$ cat src/rtl/i2c_ctrl_pkg.sv
/*
 * i2c controller shared definitions
 * CSR map and status bits of the I2C master core, the start-up
 * configuration values and the structs passed between blocks
 */
package i2c_ctrl_pkg;

   // ********************
   // CSR map of the core
   // ********************
   typedef enum logic [3:0] {
      CSR_TFR_CMD  = 4'h0,   // transfer command fifo
      CSR_RX_DATA  = 4'h1,   // receive data fifo
      CSR_CTRL     = 4'h2,
      CSR_ISER     = 4'h3,   // interrupt enable
      CSR_ISR      = 4'h4,   // interrupt status, write 1 to clear
      CSR_SCL_LOW  = 4'h8,
      CSR_SCL_HIGH = 4'h9,
      CSR_SDA_HOLD = 4'hA
   } csr_addr_e;

   // isr bit positions
   localparam int ISR_TX_READY = 0;
   localparam int ISR_RX_READY = 1;
   localparam int ISR_NACK     = 2;
   localparam int ISR_ARBLOST  = 3;

   // nack, arblost and rx overflow
   localparam logic [31:0] ISR_CLEAR_MASK = 32'h0000_001C;

   // ********************
   // start-up configuration
   // ********************
   localparam logic [31:0] CFG_CTRL_OFF = 32'h0000_0000;   // core disabled
   localparam logic [31:0] CFG_CTRL_ON  = 32'h0000_0001;   // core enabled
   localparam logic [31:0] CFG_ISER     = 32'h0000_000C;   // nack + arblost irq
   localparam logic [31:0] CFG_SCL_LOW  = 32'd250;
   localparam logic [31:0] CFG_SCL_HIGH = 32'd249;
   localparam logic [31:0] CFG_SDA_HOLD = 32'd126;

   // one access on the csr port
   typedef struct packed {
      logic        write;
      logic        read;
      csr_addr_e   addr;
      logic [31:0] wdata;
   } csr_req_t;

   // one entry of the command list
   typedef struct packed {
      logic       rd;      // read byte, stays inside the controller
      logic       start;   // start or repeated start
      logic       stop;
      logic [7:0] data;
   } cmd_item_t;

   // transfer request from the user side
   typedef struct packed {
      logic       rnw;
      logic [6:0] dev_addr;
      logic [7:0] offset;
   } xfer_req_t;

endpackage

$ cat src/rtl/i2c_cmd_builder.sv
/*
 * i2c command builder
 * turns an accepted transfer request into the ordered list of
 * transfer commands, one push per cycle into the command FIFO
 */
module i2c_cmd_builder #(
   parameter int WRITE_BYTES = 2,
   parameter int READ_BYTES  = 2
) (
   input  logic                      iClk,
   input  logic                      rst_n,
   input  logic                      start,
   input  i2c_ctrl_pkg::xfer_req_t   req,
   input  logic [8*WRITE_BYTES-1:0]  tx_data,
   input  logic                      accept,
   output logic                      push,
   output i2c_ctrl_pkg::cmd_item_t   item
);
   import i2c_ctrl_pkg::*;

   localparam int MAX_BYTES = (WRITE_BYTES > READ_BYTES) ? WRITE_BYTES : READ_BYTES;
   localparam int CW        = $clog2(MAX_BYTES + 1);

   typedef enum logic [2:0] {B_IDLE, B_OFFSET, B_DATA, B_RESTART, B_READ} bld_st_e;

   bld_st_e                  st;
   logic [CW-1:0]            cnt;       // bytes emitted in the data phase
   xfer_req_t                req_q;
   logic [8*WRITE_BYTES-1:0] data_q;    // msb byte goes out first
   logic                     take;
   logic                     last_wr;
   logic                     last_rd;

   assign take    = start && accept;
   assign last_wr = (cnt == CW'(WRITE_BYTES - 1));
   assign last_rd = (cnt == CW'(READ_BYTES - 1));

   function automatic cmd_item_t make_item(input logic rd, input logic sta,
                                           input logic sto, input logic [7:0] d);
      cmd_item_t c;
      c.rd    = rd;
      c.start = sta;
      c.stop  = sto;
      c.data  = d;
      return c;
   endfunction

   // ********************
   // sequencing
   // ********************
   always_ff @(posedge iClk)
   begin
      if (!rst_n)
      begin
         st   <= B_IDLE;
         cnt  <= '0;
         push <= 1'b0;
      end
      else
      begin
         case (st)
            B_IDLE:
            begin
               push <= take;   // address item leaves right away
               if (take)
                  st <= B_OFFSET;
            end
            B_OFFSET:
            begin
               push <= 1'b1;
               cnt  <= '0;
               st   <= req_q.rnw ? B_RESTART : B_DATA;
            end
            B_DATA, B_READ:
            begin
               push <= 1'b1;
               cnt  <= cnt + 1'b1;
               if ((st == B_DATA) ? last_wr : last_rd)
                  st <= B_IDLE;
            end
            B_RESTART:
            begin
               push <= 1'b1;
               st   <= B_READ;
            end
            default: st <= B_IDLE;
         endcase
      end
   end

   // item contents and latched request
   always_ff @(posedge iClk)
   begin
      case (st)
         B_IDLE:
            if (take)
            begin
               req_q  <= req;
               data_q <= tx_data;
               item   <= make_item(1'b0, 1'b1, 1'b0, {req.dev_addr, 1'b0});
            end
         B_OFFSET:  item <= make_item(1'b0, 1'b0, 1'b0, req_q.offset);
         B_DATA:
         begin
            item   <= make_item(1'b0, 1'b0, last_wr, data_q[8*WRITE_BYTES-1 -: 8]);
            data_q <= data_q << 8;
         end
         B_RESTART: item <= make_item(1'b0, 1'b1, 1'b0, {req_q.dev_addr, 1'b1});
         B_READ:    item <= make_item(1'b1, 1'b0, last_rd, 8'h00);   // stop on last
         default: ;
      endcase
   end

endmodule

$ cat src/rtl/i2c_cmd_fifo.sv
/*
 * command FIFO
 * circular buffer between builder and CSR engine, head shown on dout
 */
module i2c_cmd_fifo #(
   parameter int DEPTH = 5
) (
   input  logic                    iClk,
   input  logic                    rst_n,
   input  logic                    push,
   input  i2c_ctrl_pkg::cmd_item_t din,
   input  logic                    pop,
   input  logic                    flush,
   output i2c_ctrl_pkg::cmd_item_t dout,
   output logic                    empty
);
   import i2c_ctrl_pkg::*;

   localparam int PW = (DEPTH > 1) ? $clog2(DEPTH) : 1;
   localparam int CW = $clog2(DEPTH + 1);

   cmd_item_t     mem [DEPTH];
   logic [PW-1:0] wr_ptr;
   logic [PW-1:0] rd_ptr;
   logic [CW-1:0] count;
   logic          full;

   assign full  = (count == CW'(DEPTH));
   assign empty = (count == '0);
   assign dout  = mem[rd_ptr];

   always_ff @(posedge iClk)
   begin
      if (push)
         mem[wr_ptr] <= din;
   end

   always_ff @(posedge iClk)
   begin
      if (!rst_n || flush)   // flush drops everything queued
      begin
         wr_ptr <= '0;
         rd_ptr <= '0;
         count  <= '0;
      end
      else
      begin
         if (push)
            wr_ptr <= (wr_ptr == PW'(DEPTH - 1)) ? '0 : wr_ptr + 1'b1;
         if (pop)
            rd_ptr <= (rd_ptr == PW'(DEPTH - 1)) ? '0 : rd_ptr + 1'b1;
         case ({push, pop})
            2'b10:   count <= count + 1'b1;
            2'b01:   count <= count - 1'b1;
            default: ;
         endcase
      end
   end

   a_no_overflow: assert property (@(posedge iClk) disable iff (!rst_n) push |-> !full);
   a_no_underflow: assert property (@(posedge iClk) disable iff (!rst_n) pop |-> !empty);

endmodule

$ cat src/rtl/i2c_csr_engine.sv
/*
 * i2c CSR engine
 * forwards the start-up writes, then drains the command FIFO into the
 * core: command write, status polling, rx capture and error recovery
 */
module i2c_csr_engine #(
   parameter int READ_BYTES = 2
) (
   input  logic                    iClk,
   input  logic                    rst_n,
   input  i2c_ctrl_pkg::csr_req_t  init_csr,
   input  logic                    init_done,
   input  logic                    start,
   output logic                    accept,
   input  i2c_ctrl_pkg::cmd_item_t item,
   input  logic                    empty,
   output logic                    pop,
   output logic                    flush,
   output i2c_ctrl_pkg::csr_req_t  csr,
   input  logic [31:0]             csr_readdata,
   input  logic                    irq,
   output logic                    ready,
   output logic                    busy,
   output logic [8*READ_BYTES-1:0] rx_data,
   output logic                    rx_valid,
   output logic                    xfer_done,
   output logic                    xfer_error
);
   import i2c_ctrl_pkg::*;

   localparam int RX_W = 8 * READ_BYTES;

   typedef enum logic [3:0] {
      E_IDLE,
      E_FETCH,     // write next command word
      E_POLL,      // isr read strobe
      E_WAIT,
      E_CHECK,     // isr data valid here
      E_RX_RD,     // rx data read strobe
      E_RX_WAIT,
      E_CAPTURE,
      E_CLEAR      // abort, clear isr
   } eng_st_e;

   eng_st_e  st;
   csr_req_t eng_csr;
   logic     stop_seen;   // stop item already sent
   logic     poll_rx;     // waiting on rx ready instead of tx ready
   logic     rd_byte;
   logic     bus_err;

   // init writes own the port until configuration is finished
   assign csr    = init_done ? eng_csr : init_csr;
   assign accept = init_done && !busy;
   assign ready  = accept;
   assign pop    = (st == E_FETCH) && !empty;
   assign flush  = (st == E_CLEAR);

   assign bus_err = csr_readdata[ISR_NACK] || csr_readdata[ISR_ARBLOST] || irq;

   always_ff @(posedge iClk)
   begin
      if (!rst_n)
      begin
         st            <= E_IDLE;
         eng_csr.write <= 1'b0;
         eng_csr.read  <= 1'b0;
         busy          <= 1'b0;
         stop_seen     <= 1'b0;
         poll_rx       <= 1'b0;
         rx_valid      <= 1'b0;
         xfer_done     <= 1'b0;
         xfer_error    <= 1'b0;
      end
      else
      begin
         // strobes are single cycle
         eng_csr.write <= 1'b0;
         eng_csr.read  <= 1'b0;
         rx_valid      <= 1'b0;
         xfer_done     <= 1'b0;
         xfer_error    <= 1'b0;

         case (st)
            E_IDLE:
               if (start && accept)
               begin
                  busy      <= 1'b1;
                  stop_seen <= 1'b0;
                  st        <= E_FETCH;
               end

            // ********************
            // command issue
            // ********************
            E_FETCH:
               if (!empty)
               begin
                  eng_csr.write <= 1'b1;
                  eng_csr.addr  <= CSR_TFR_CMD;
                  eng_csr.wdata <= {22'd0, item.start, item.stop, item.data};
                  rd_byte       <= item.rd;
                  poll_rx       <= 1'b0;
                  if (item.stop)
                     stop_seen <= 1'b1;
                  st <= E_POLL;
               end
               else if (stop_seen)   // list drained, transfer complete
               begin
                  xfer_done <= 1'b1;
                  busy      <= 1'b0;
                  st        <= E_IDLE;
               end

            E_POLL:
            begin
               eng_csr.read <= 1'b1;
               eng_csr.addr <= CSR_ISR;
               st           <= E_WAIT;
            end

            E_WAIT: st <= E_CHECK;

            E_CHECK:
               if (bus_err)
                  st <= E_CLEAR;
               else if (poll_rx)
                  st <= csr_readdata[ISR_RX_READY] ? E_RX_RD : E_POLL;
               else if (csr_readdata[ISR_TX_READY])
               begin
                  poll_rx <= rd_byte;   // read byte still has to arrive
                  st      <= rd_byte ? E_POLL : E_FETCH;
               end
               else
                  st <= E_POLL;

            // ********************
            // receive path
            // ********************
            E_RX_RD:
            begin
               eng_csr.read <= 1'b1;
               eng_csr.addr <= CSR_RX_DATA;
               st           <= E_RX_WAIT;
            end

            E_RX_WAIT: st <= E_CAPTURE;

            E_CAPTURE:
            begin
               rx_data  <= (rx_data << 8) | RX_W'(csr_readdata[7:0]);   // first byte ends up msb
               rx_valid <= 1'b1;
               st       <= E_FETCH;
            end

            E_CLEAR:
            begin
               eng_csr.write <= 1'b1;
               eng_csr.addr  <= CSR_ISR;
               eng_csr.wdata <= ISR_CLEAR_MASK;
               xfer_done     <= 1'b1;
               xfer_error    <= 1'b1;
               busy          <= 1'b0;
               st            <= E_IDLE;
            end

            default: st <= E_IDLE;
         endcase
      end
   end

   // holds across init and transfer phases of the port
   a_rd_wr_excl: assert property (@(posedge iClk) disable iff (!rst_n)
      !(csr.read && csr.write));

endmodule

$ cat src/rtl/i2c_ctrl_top.sv
/*
 * i2c master controller top
 * start-up sequencer, command builder, command FIFO and CSR engine
 */
module i2c_ctrl_top #(
   parameter int WRITE_BYTES = 2,
   parameter int READ_BYTES  = 2,
   parameter int INIT_DELAY  = 1024
) (
   input  logic                     iClk,
   input  logic                     rst_n,
   input  logic                     start,
   input  i2c_ctrl_pkg::xfer_req_t  req,
   input  logic [8*WRITE_BYTES-1:0] tx_data,
   input  logic [31:0]              csr_readdata,
   input  logic                     irq,
   output i2c_ctrl_pkg::csr_req_t   csr,
   output logic                     ready,
   output logic                     busy,
   output logic [8*READ_BYTES-1:0]  rx_data,
   output logic                     rx_valid,
   output logic                     xfer_done,
   output logic                     xfer_error
);
   import i2c_ctrl_pkg::*;

   // longest list is 3 + READ_BYTES items
   localparam int FIFO_DEPTH = ((WRITE_BYTES > READ_BYTES) ? WRITE_BYTES : READ_BYTES) + 3;

   csr_req_t  init_csr;
   logic      init_done;
   logic      accept;
   logic      push;
   logic      pop;
   logic      flush;
   logic      empty;
   cmd_item_t bld_item;
   cmd_item_t head_item;

   i2c_init_seq #(.INIT_DELAY(INIT_DELAY)) u_init (
      .iClk(iClk), .rst_n(rst_n), .init_csr(init_csr), .init_done(init_done)
   );

   i2c_cmd_builder #(.WRITE_BYTES(WRITE_BYTES), .READ_BYTES(READ_BYTES)) u_builder (
      .iClk(iClk), .rst_n(rst_n), .start(start), .req(req), .tx_data(tx_data),
      .accept(accept), .push(push), .item(bld_item)
   );

   i2c_cmd_fifo #(.DEPTH(FIFO_DEPTH)) u_fifo (
      .iClk(iClk), .rst_n(rst_n), .push(push), .din(bld_item), .pop(pop),
      .flush(flush), .dout(head_item), .empty(empty)
   );

   i2c_csr_engine #(.READ_BYTES(READ_BYTES)) u_engine (
      .iClk(iClk), .rst_n(rst_n), .init_csr(init_csr), .init_done(init_done),
      .start(start), .accept(accept), .item(head_item), .empty(empty), .pop(pop),
      .flush(flush), .csr(csr), .csr_readdata(csr_readdata), .irq(irq),
      .ready(ready), .busy(busy), .rx_data(rx_data), .rx_valid(rx_valid),
      .xfer_done(xfer_done), .xfer_error(xfer_error)
   );

endmodule

$ cat src/rtl/i2c_init_seq.sv
/*
 * i2c start-up sequencer
 * waits out a fixed delay after reset, then writes the six
 * configuration registers of the core on consecutive cycles
 */
module i2c_init_seq #(
   parameter int INIT_DELAY = 1024
) (
   input  logic                   iClk,
   input  logic                   rst_n,
   output i2c_ctrl_pkg::csr_req_t init_csr,
   output logic                   init_done
);
   import i2c_ctrl_pkg::*;

   localparam int CW = $clog2(INIT_DELAY + 1);

   typedef enum logic [1:0] {I_DELAY, I_WRITE, I_DONE} init_st_e;

   init_st_e      st;
   logic [CW-1:0] cnt;
   logic [2:0]    idx;   // next configuration entry

   function automatic csr_req_t cfg_write(input logic [2:0] n);
      csr_req_t r;
      r.write = 1'b1;
      r.read  = 1'b0;
      case (n)
         3'd0:    begin r.addr = CSR_CTRL;     r.wdata = CFG_CTRL_OFF; end
         3'd1:    begin r.addr = CSR_ISER;     r.wdata = CFG_ISER;     end
         3'd2:    begin r.addr = CSR_SCL_LOW;  r.wdata = CFG_SCL_LOW;  end
         3'd3:    begin r.addr = CSR_SCL_HIGH; r.wdata = CFG_SCL_HIGH; end
         3'd4:    begin r.addr = CSR_SDA_HOLD; r.wdata = CFG_SDA_HOLD; end
         default: begin r.addr = CSR_CTRL;     r.wdata = CFG_CTRL_ON;  end
      endcase
      return r;
   endfunction

   always_ff @(posedge iClk)
   begin
      if (!rst_n)
      begin
         st             <= I_DELAY;
         cnt            <= '0;
         idx            <= 3'd0;
         init_done      <= 1'b0;
         init_csr.write <= 1'b0;
         init_csr.read  <= 1'b0;
      end
      else
      begin
         case (st)
            I_DELAY:
            begin
               cnt <= cnt + 1'b1;
               if (cnt == CW'(INIT_DELAY - 1))
               begin
                  init_csr <= cfg_write(3'd0);   // disable core first
                  idx      <= 3'd1;
                  st       <= I_WRITE;
               end
            end
            I_WRITE:
            begin
               if (idx == 3'd6)
               begin
                  init_csr.write <= 1'b0;
                  init_done      <= 1'b1;
                  st             <= I_DONE;
               end
               else
               begin
                  init_csr <= cfg_write(idx);
                  idx      <= idx + 1'b1;
               end
            end
            default: ;   // stays configured until reset
         endcase
      end
   end

   // write-only sequence
   a_no_read: assert property (@(posedge iClk) disable iff (!rst_n)
      !init_csr.read);

endmodule

$ cat config.mk
export PLATFORM = sky130hd
export DESIGN_NAME = i2c_ctrl_top
export DESIGN_NICKNAME = d
export VERILOG_FILES = /design/src/rtl/i2c_ctrl_pkg.sv /design/src/rtl/i2c_cmd_builder.sv /design/src/rtl/i2c_cmd_fifo.sv /design/src/rtl/i2c_csr_engine.sv /design/src/rtl/i2c_ctrl_top.sv /design/src/rtl/i2c_init_seq.sv
export SDC_FILE = /design/constraint.sdc
export NUM_CORES = 1
export LEC_CHECK = 0
export CAP_MARGIN = 0
export CORE_MARGIN = 2
export CORE_UTILIZATION = 55
export DETAILED_ROUTE_END_ITERATION = 10
export DONT_BUFFER_PORTS = 1
export GPL_ROUTABILITY_DRIVEN = 0
export PLACE_DENSITY = 0.76
export SLEW_MARGIN = 10
export SYNTH_ARGS = -nofsm -noshare
export SYNTH_HDL_FRONTEND = slang
export SYNTH_SLANG_ARGS = --single-unit
$ cat constraint.sdc
create_clock -name iClk -period 8.6 [get_ports iClk]
set_input_delay 0.43 -clock iClk [delete_from_list [all_inputs] [get_ports iClk]]
set_output_delay 0.43 -clock iClk [all_outputs]
set_load 0.01 [all_outputs]
; ---- Word-level counts from Yosys, hierarchy flattened
; Memories as Yosys holds them, arrays and structs flattened. A register that Yosys moved wholly into a read port is not among the register bits.
; Cells that the tools add are included.
[op_classes]
n_addsub = 7
eq_ne = 36
n_mux = 62
bitwise = 2
n_reduce_logical = 46
[ops]
columns = cell, count
row1 = $pmux 36 s5, 1
row2 = $mux 38, 2
row3 = $pmux 38 s2, 1
row4 = $pmux 32 s2, 1
row5 = $pmux 11 s5, 1
row6 = $mux 37, 1
row7 = $mux 36, 1
row8 = $pmux 16 s2, 1
row9 = $pmux 4 s8, 1
row10 = $mux 3, 9
row11 = $mux 4, 6
row12 = $mux 1, 20
row13 = $reduce_and 3->1, 6
row14 = $eq 4x3->1 const B, 4
row15 = $mux 16, 1
row16 = $or 16x8->16, 1
row17 = $reduce_and 2->1, 8
row18 = $reduce_bool 2->1, 8
row19 = $eq 3x3->1 const B, 5
row20 = $ne 2x1->1 const B, 7
row21 = $add 3x1->3 const B, 4
row22 = $eq 3x2->1 const B, 4
row23 = $pmux 3 s2, 2
row24 = $pmux 3 s4, 1
row25 = 30 further kinds, 57
[word_totals]
register_bits = 178
ram_bits = 55
inputBits = 68
memories = 1
[mem_list]
columns = memory, words, word_bits, read_ports, rd_clocked_by_memory_dff, wr, line_no
row1 = u_fifo.mem, 5, 11, 1, 1, 1, i2c_cmd_fifo.sv:22  ; cmd_item_t mem [DEPTH];

; ---- Logic depth before layout (Yosys ltp)
[logic_depth]
ltp_word = 5
mapped_depth = 9
mapped_depth_nobuf = 8

; ---- Cells and area by module
; From an unflattened synthesis, not the netlist that was laid out.
[hier_totals]
cells_unflattened = 664
hier_area_um2 = 8470.6
[by_module_without_submodules]
columns = module, instances, cells_per_inst, area_per_inst_um2, seq_area_each_um2
row1 = i2c_cmd_fifo, 1, 182, 2805.2, 1891.8
row2 = i2c_cmd_builder, 1, 157, 2180.8, 1411.4
row3 = i2c_csr_engine, 1, 167, 1978.1, 1111.1
row4 = i2c_init_seq, 1, 158, 1506.4, 600.6

; ---- Least setup slack after synthesis
; Ideal clock, no wire load.
[synth_path]
path_type = flip-flop to flip-flop
startpoint = register u_builder.st[0]
endpoint = register u_builder.data_q[0] (enable)
setup_ns = 0.335
arrival_time_ns = 2.677
setup_slack_ns = 5.589
path_stages_with_launch = 6
n_path_buf = 2
period_less_slack_ns = 3.011
cell_sequence = dfxtp_1 > clkbuf_1 > or2_2 > clkbuf_1 > nor3_1 > or2_2
[synth_via]
elab_chain_cells = 3
elab_cells_between_ends = 5
classes_between = eq/ne (2) / reduce/logical (3)
[synth_lines]
columns = item, line_no
row1 = from (decl), i2c_cmd_builder.sv:26  ; bld_st_e st;
row2 = from (signal assigned), i2c_cmd_builder.sv:72  ; st <= req_q.rnw ? B_RESTART : B_DATA;
row3 = $logic_not 3->1 or $eq 3x2->1 (tied branches), i2c_cmd_builder.sv:94  ; case (st)
row4 = $ne 2x1->1 (no source line) or $reduce_bool 2->1 (tied branches), n/a
row5 = $reduce_and 2->1 (no source line) *, n/a
row6 = to (signal assigned), i2c_cmd_builder.sv:99  ; data_q <= tx_data;
row7 = to (signal assigned), i2c_cmd_builder.sv:106  ; data_q <= data_q << 8;
row8 = to (decl), i2c_cmd_builder.sv:29  ; logic [8*WRITE_BYTES-1:0] data_q;
; Mark *: on every way between the ends. The rest lies on a longest branch, timed or not.
; A chain may end at the register's enable or synchronous reset.

; ---- Worst setup path after layout
[layout_path]
startpoint = register u_engine.st[0]
endpoint = register u_fifo.count[2]
[layout_via]
elab_chain_cells = 4
elab_cells_between_ends = 8
classes_between = eq/ne (4) / mux (1) / reduce/logical (3)
[layout_lines]
columns = item, line_no
row1 = from (decl), i2c_csr_engine.sv:45  ; eng_st_e st;
row2 = from (signal assigned), i2c_csr_engine.sv:128  ; st <= csr_readdata[ISR_RX_READY] ? E_RX_RD : E_POLL;
row3 = from (signal assigned), i2c_csr_engine.sv:132  ; st <= rd_byte ? E_POLL : E_FETCH;
row4 = $eq 4x1->1 *, i2c_csr_engine.sv:56  ; assign pop = (st == E_FETCH) && !empty;
row5 = $logic_and 1x1->1 *, i2c_csr_engine.sv:56
row6 = via pop, i2c_ctrl_top.sv:34  ; logic pop;
row7 = $eq 2x1->1 or $eq 2x2->1 (tied branches), i2c_cmd_fifo.sv:52  ; case ({push, pop})
row8 = $pmux 3 s2 or $reduce_bool 2->1 (tied branches), n/a
row9 = to (signal assigned), i2c_cmd_fifo.sv:53  ; 2'b10: count <= count + 1'b1;
row10 = to (signal assigned), i2c_cmd_fifo.sv:54  ; 2'b01: count <= count - 1'b1;
row11 = to (decl), i2c_cmd_fifo.sv:25  ; logic [CW-1:0] count;
; Mark *: on every way through the listed nets, which the timed path passes. The rest lies on a longest branch.

==> impl_metrics.json <==
{
  "drive_gt1_share_pct": 12.6,
  "rsz0062_at_grt": "no",
  "final_common_cell": "edfxtp_1",
  "numCtsBuffers": 17,
  "antenna_found_initial": 0,
  "routed_via_density": 5.76,
  "core_um2": 13900,
  "postRouteAntennaNets": 0,
  "yosys_warnings": 0,
  "grt_pass1_wl_mm": 21.9,
  "crit_arrival_ns": 3.10,
  "vias": 4465,
  "end_kind": "register",
  "avgSynthCellArea_um2": 13.2,
  "setup_viol": 0,
  "synth_area_leader_cell": "edfxtp_1",
  "antenna-diode-count": 0,
  "grt_start_max_net_pins": 30,
  "hold_path_depth": 0,
  "grt_usage_pct": 18.9,
  "combPwrFrac_pct": 1.1,
  "post-dp-hpwl_mm": 8.80,
  "globalRoute.totalOverflow": 0,
  "synth_area_um2": 7830,
  "relSlewSlack_pct": 26.8,
  "tritoncts": "done",
  "placed_cells": 743,
  "critPathKind": "register to register",
  "die_y_um": 123,
  "postPlaceCellArea_um2": 7900,
  "rows": 43,
  "max_freq_mhz": 365,
  "io_buffer_count": 0,
  "dieArea_um2": 15200,
  "worstPathCellList": "or4b_1 > nor2_1 > ha_1 > inv_1 > fa_1 > xor2_1 > or3_1 > a21oi_1",
  "synthTopCellsByArea": "edfxtp_1 52%, dfxtp_1 12%, mux4_2 3.2%",
  "r2r_setup_slack_ns": 5.86,
  "worstReg2RegStart": "u_engine.st[0]",
  "h-tree-depth": 4,
  "cp-start-kind": "register",
  "layout_common_cells": "135 x edfxtp_1, 48 x dfxtp_1, 36 x a21oi_1",
  "final_cells": 775,
  "nets": 663,
  "first_iter_violations": 337,
  "crit_cells": 8,
  "post_cts_buffers": 0,
  "max-cap-violations": 0,
  "synth-async-reset-ratio_pct": 0,
  "p_clk_share_pct": 43.7,
  "insertion_delay_ns": 0.43,
  "internal_power_mw": 1.35,
  "p_sw_mw": 0.353,
  "finish.utilization_pct": 61.0,
  "required_ns": 8.96,
  "cts_root_buffer": "clkbuf_16",
  "cp_max_fo": 16,
  "start_util_pct": 56.4,
  "cpLargestDelayFamily": "simple AND/OR/NAND/NOR gates",
  "slew_viol_final": 0,
  "die_w_um": 123,
  "ctsResizeCount": 0,
  "setup_tns_ns": 0,
  "ff2ff_path_depth": 8,
  "synth_cell_types": 65,
  "worst_pin_slew_ns": 1.09,
  "path_buf_inv": 1,
  "ys_ff_latch": 183,
  "grt_pass1_vias": 4419,
  "outcome": "finished clean",
  "clk_pin_slew_ns": 0.07,
  "drc": 0,
  "cts.sink_count": 183,
  "p_leak_nw": 2.74,
  "p_sw_share_pct": 20.7,
  "finClkSkew_ns": 0.00957,
  "final_hold_viol_count": 0,
  "vdd_drop_max_uv": 171,
  "synth_edf_count": 135,
  "postCtsHoldBufs": 0,
  "wire_per_inst_um": 17.4,
  "netlist.area_leader.share_pct": 51.7,
  "clock_tree.buffer_depth": 2,
  "synth_cells": 593,
  "hold_class": "input port to register",
  "yosysSeqAreaShare_pct": 64.0,
  "slowest_delay_ns": 0.65,
  "io_pins": 127,
  "area_growth_pct": 8.07,
  "power_density_nw_per_um2": 201,
  "drt-total-wl_mm": 13.4,
  "worstReg2RegEnd": "u_fifo.count[2]",
  "pwr-share-seq_pct": 55.2,
  "holdPathEnd": "u_builder.req_q[2]",
  "slowest_stage": "dfxtp_1",
  "ys.flop_type": "edfxtp_1",
  "period_needed_ns": 2.74,
  "firstDrtPassIters": 6,
  "fin_area_um2": 8470,
  "hold_start": "req[2]",
  "fin_crit_sh_pct": 31.9
}
cell usage after synthesis (6+ instances only):
cell type  instances
a21oi_1           36
a2bb2oi_1          7
buf_4             22
clkbuf_1          28
dfxtp_1           48
edfxtp_1         135
ha_1              12
inv_1             25
maj3_1             7
mux2_2            16
mux2i_1           14
mux4_2            11
nand2_1           22
nand2b_1          10
nand3_1            8
nor2_1            35
nor2b_1           15
nor3_1             9
o21a_1            11
o21ai_0           19
or3_1             10
or4_1              6
power by group through the flow:
stage               clock (mW)  combinational [mW]  sequential (mW)
finish                   0.744              0.0195            0.940
global route             0.787              0.0228            0.940
CTS                      0.756              0.0192            0.940
detailed placement           0              0.0191            0.960
global placement             0              0.0187            0.960
floorplan                    0              0.0247            0.960
metal layers:
metal	GRT usage [%]	wire [um]	up-vias
met5	0	0	-
met4	6.53	203	0
met3	6.13	737	20
met2	32.0	6830	118
met1	22.7	5680	2177
li1	-	-	2150
flip-flops by register name, indices dropped and copies added (netlist names), 2 cells and up, named ones only:
register and cells:
u_builder.cnt 2, u_builder.req_q 16, u_fifo.count 3, u_init.init_csr 9, u_builder.st 3, u_builder.item 11, u_engine.rx_data 16, u_init.st 2
u_fifo.wr_ptr 3, u_fifo.mem 55, u_engine.eng_csr 14, u_fifo.rd_ptr 3, u_builder.data_q 16, u_engine.st 4, u_init.idx 3, u_init.cnt 11
worst max path at each step:
stage	start	slack, ns	endpoint
global placement	u_engine.st[0]	5.97	u_fifo.count[2]
global route	u_engine.st[0]	5.68	u_fifo.count[2]
CTS	u_engine.st[0]	5.85	u_fifo.count[2]
detailed placement	u_engine.st[0]	5.87	u_fifo.count[2]
floorplan	u_builder.st[0]	5.59	u_builder.data_q[0]
finish	u_engine.st[0]	5.86	u_fifo.count[2]
cell families (layout without fill, tap and decap cells):
family          count (synthesis)  in the layout  share of synthesized area (%)
mux                            41             41                           7.25
xor+xnor                        6              6                          0.671
fa+ha+maj                      20             20                           3.07
simple gates                  149            149                           10.6
other cells                     1             22                         0.0479
buf+inv                        81             62                           5.02
compound gates                112            112                           9.34
flops                         183            183                           64.0
per-stage QoR:
step / power (mW) / setup WS (ns) / hold WS (ns)
after global placement: 0.979 / 5.97 / 0.469
final: 1.70 / 5.86 / 0.0878
after CTS: 1.72 / 5.85 / 0.0762
after floorplan: 0.984 / 5.59 / 0.452
after detailed placement: 0.979 / 5.87 / 0.476
after global routing: 1.75 / 5.68 / 0.0706
final cells by class:
cell class / instances / area (um^2)
fill: 1058 / 5420
sequential: 183 / 5010
clock buffer: 17 / 425
inverter: 25 / 93.8
timing repair buffer: 5 / 37.5
tap: 180 / 225
multi-input combinational: 350 / 2530
clock inverter: 15 / 140
(Power assumes the default switching activity.)
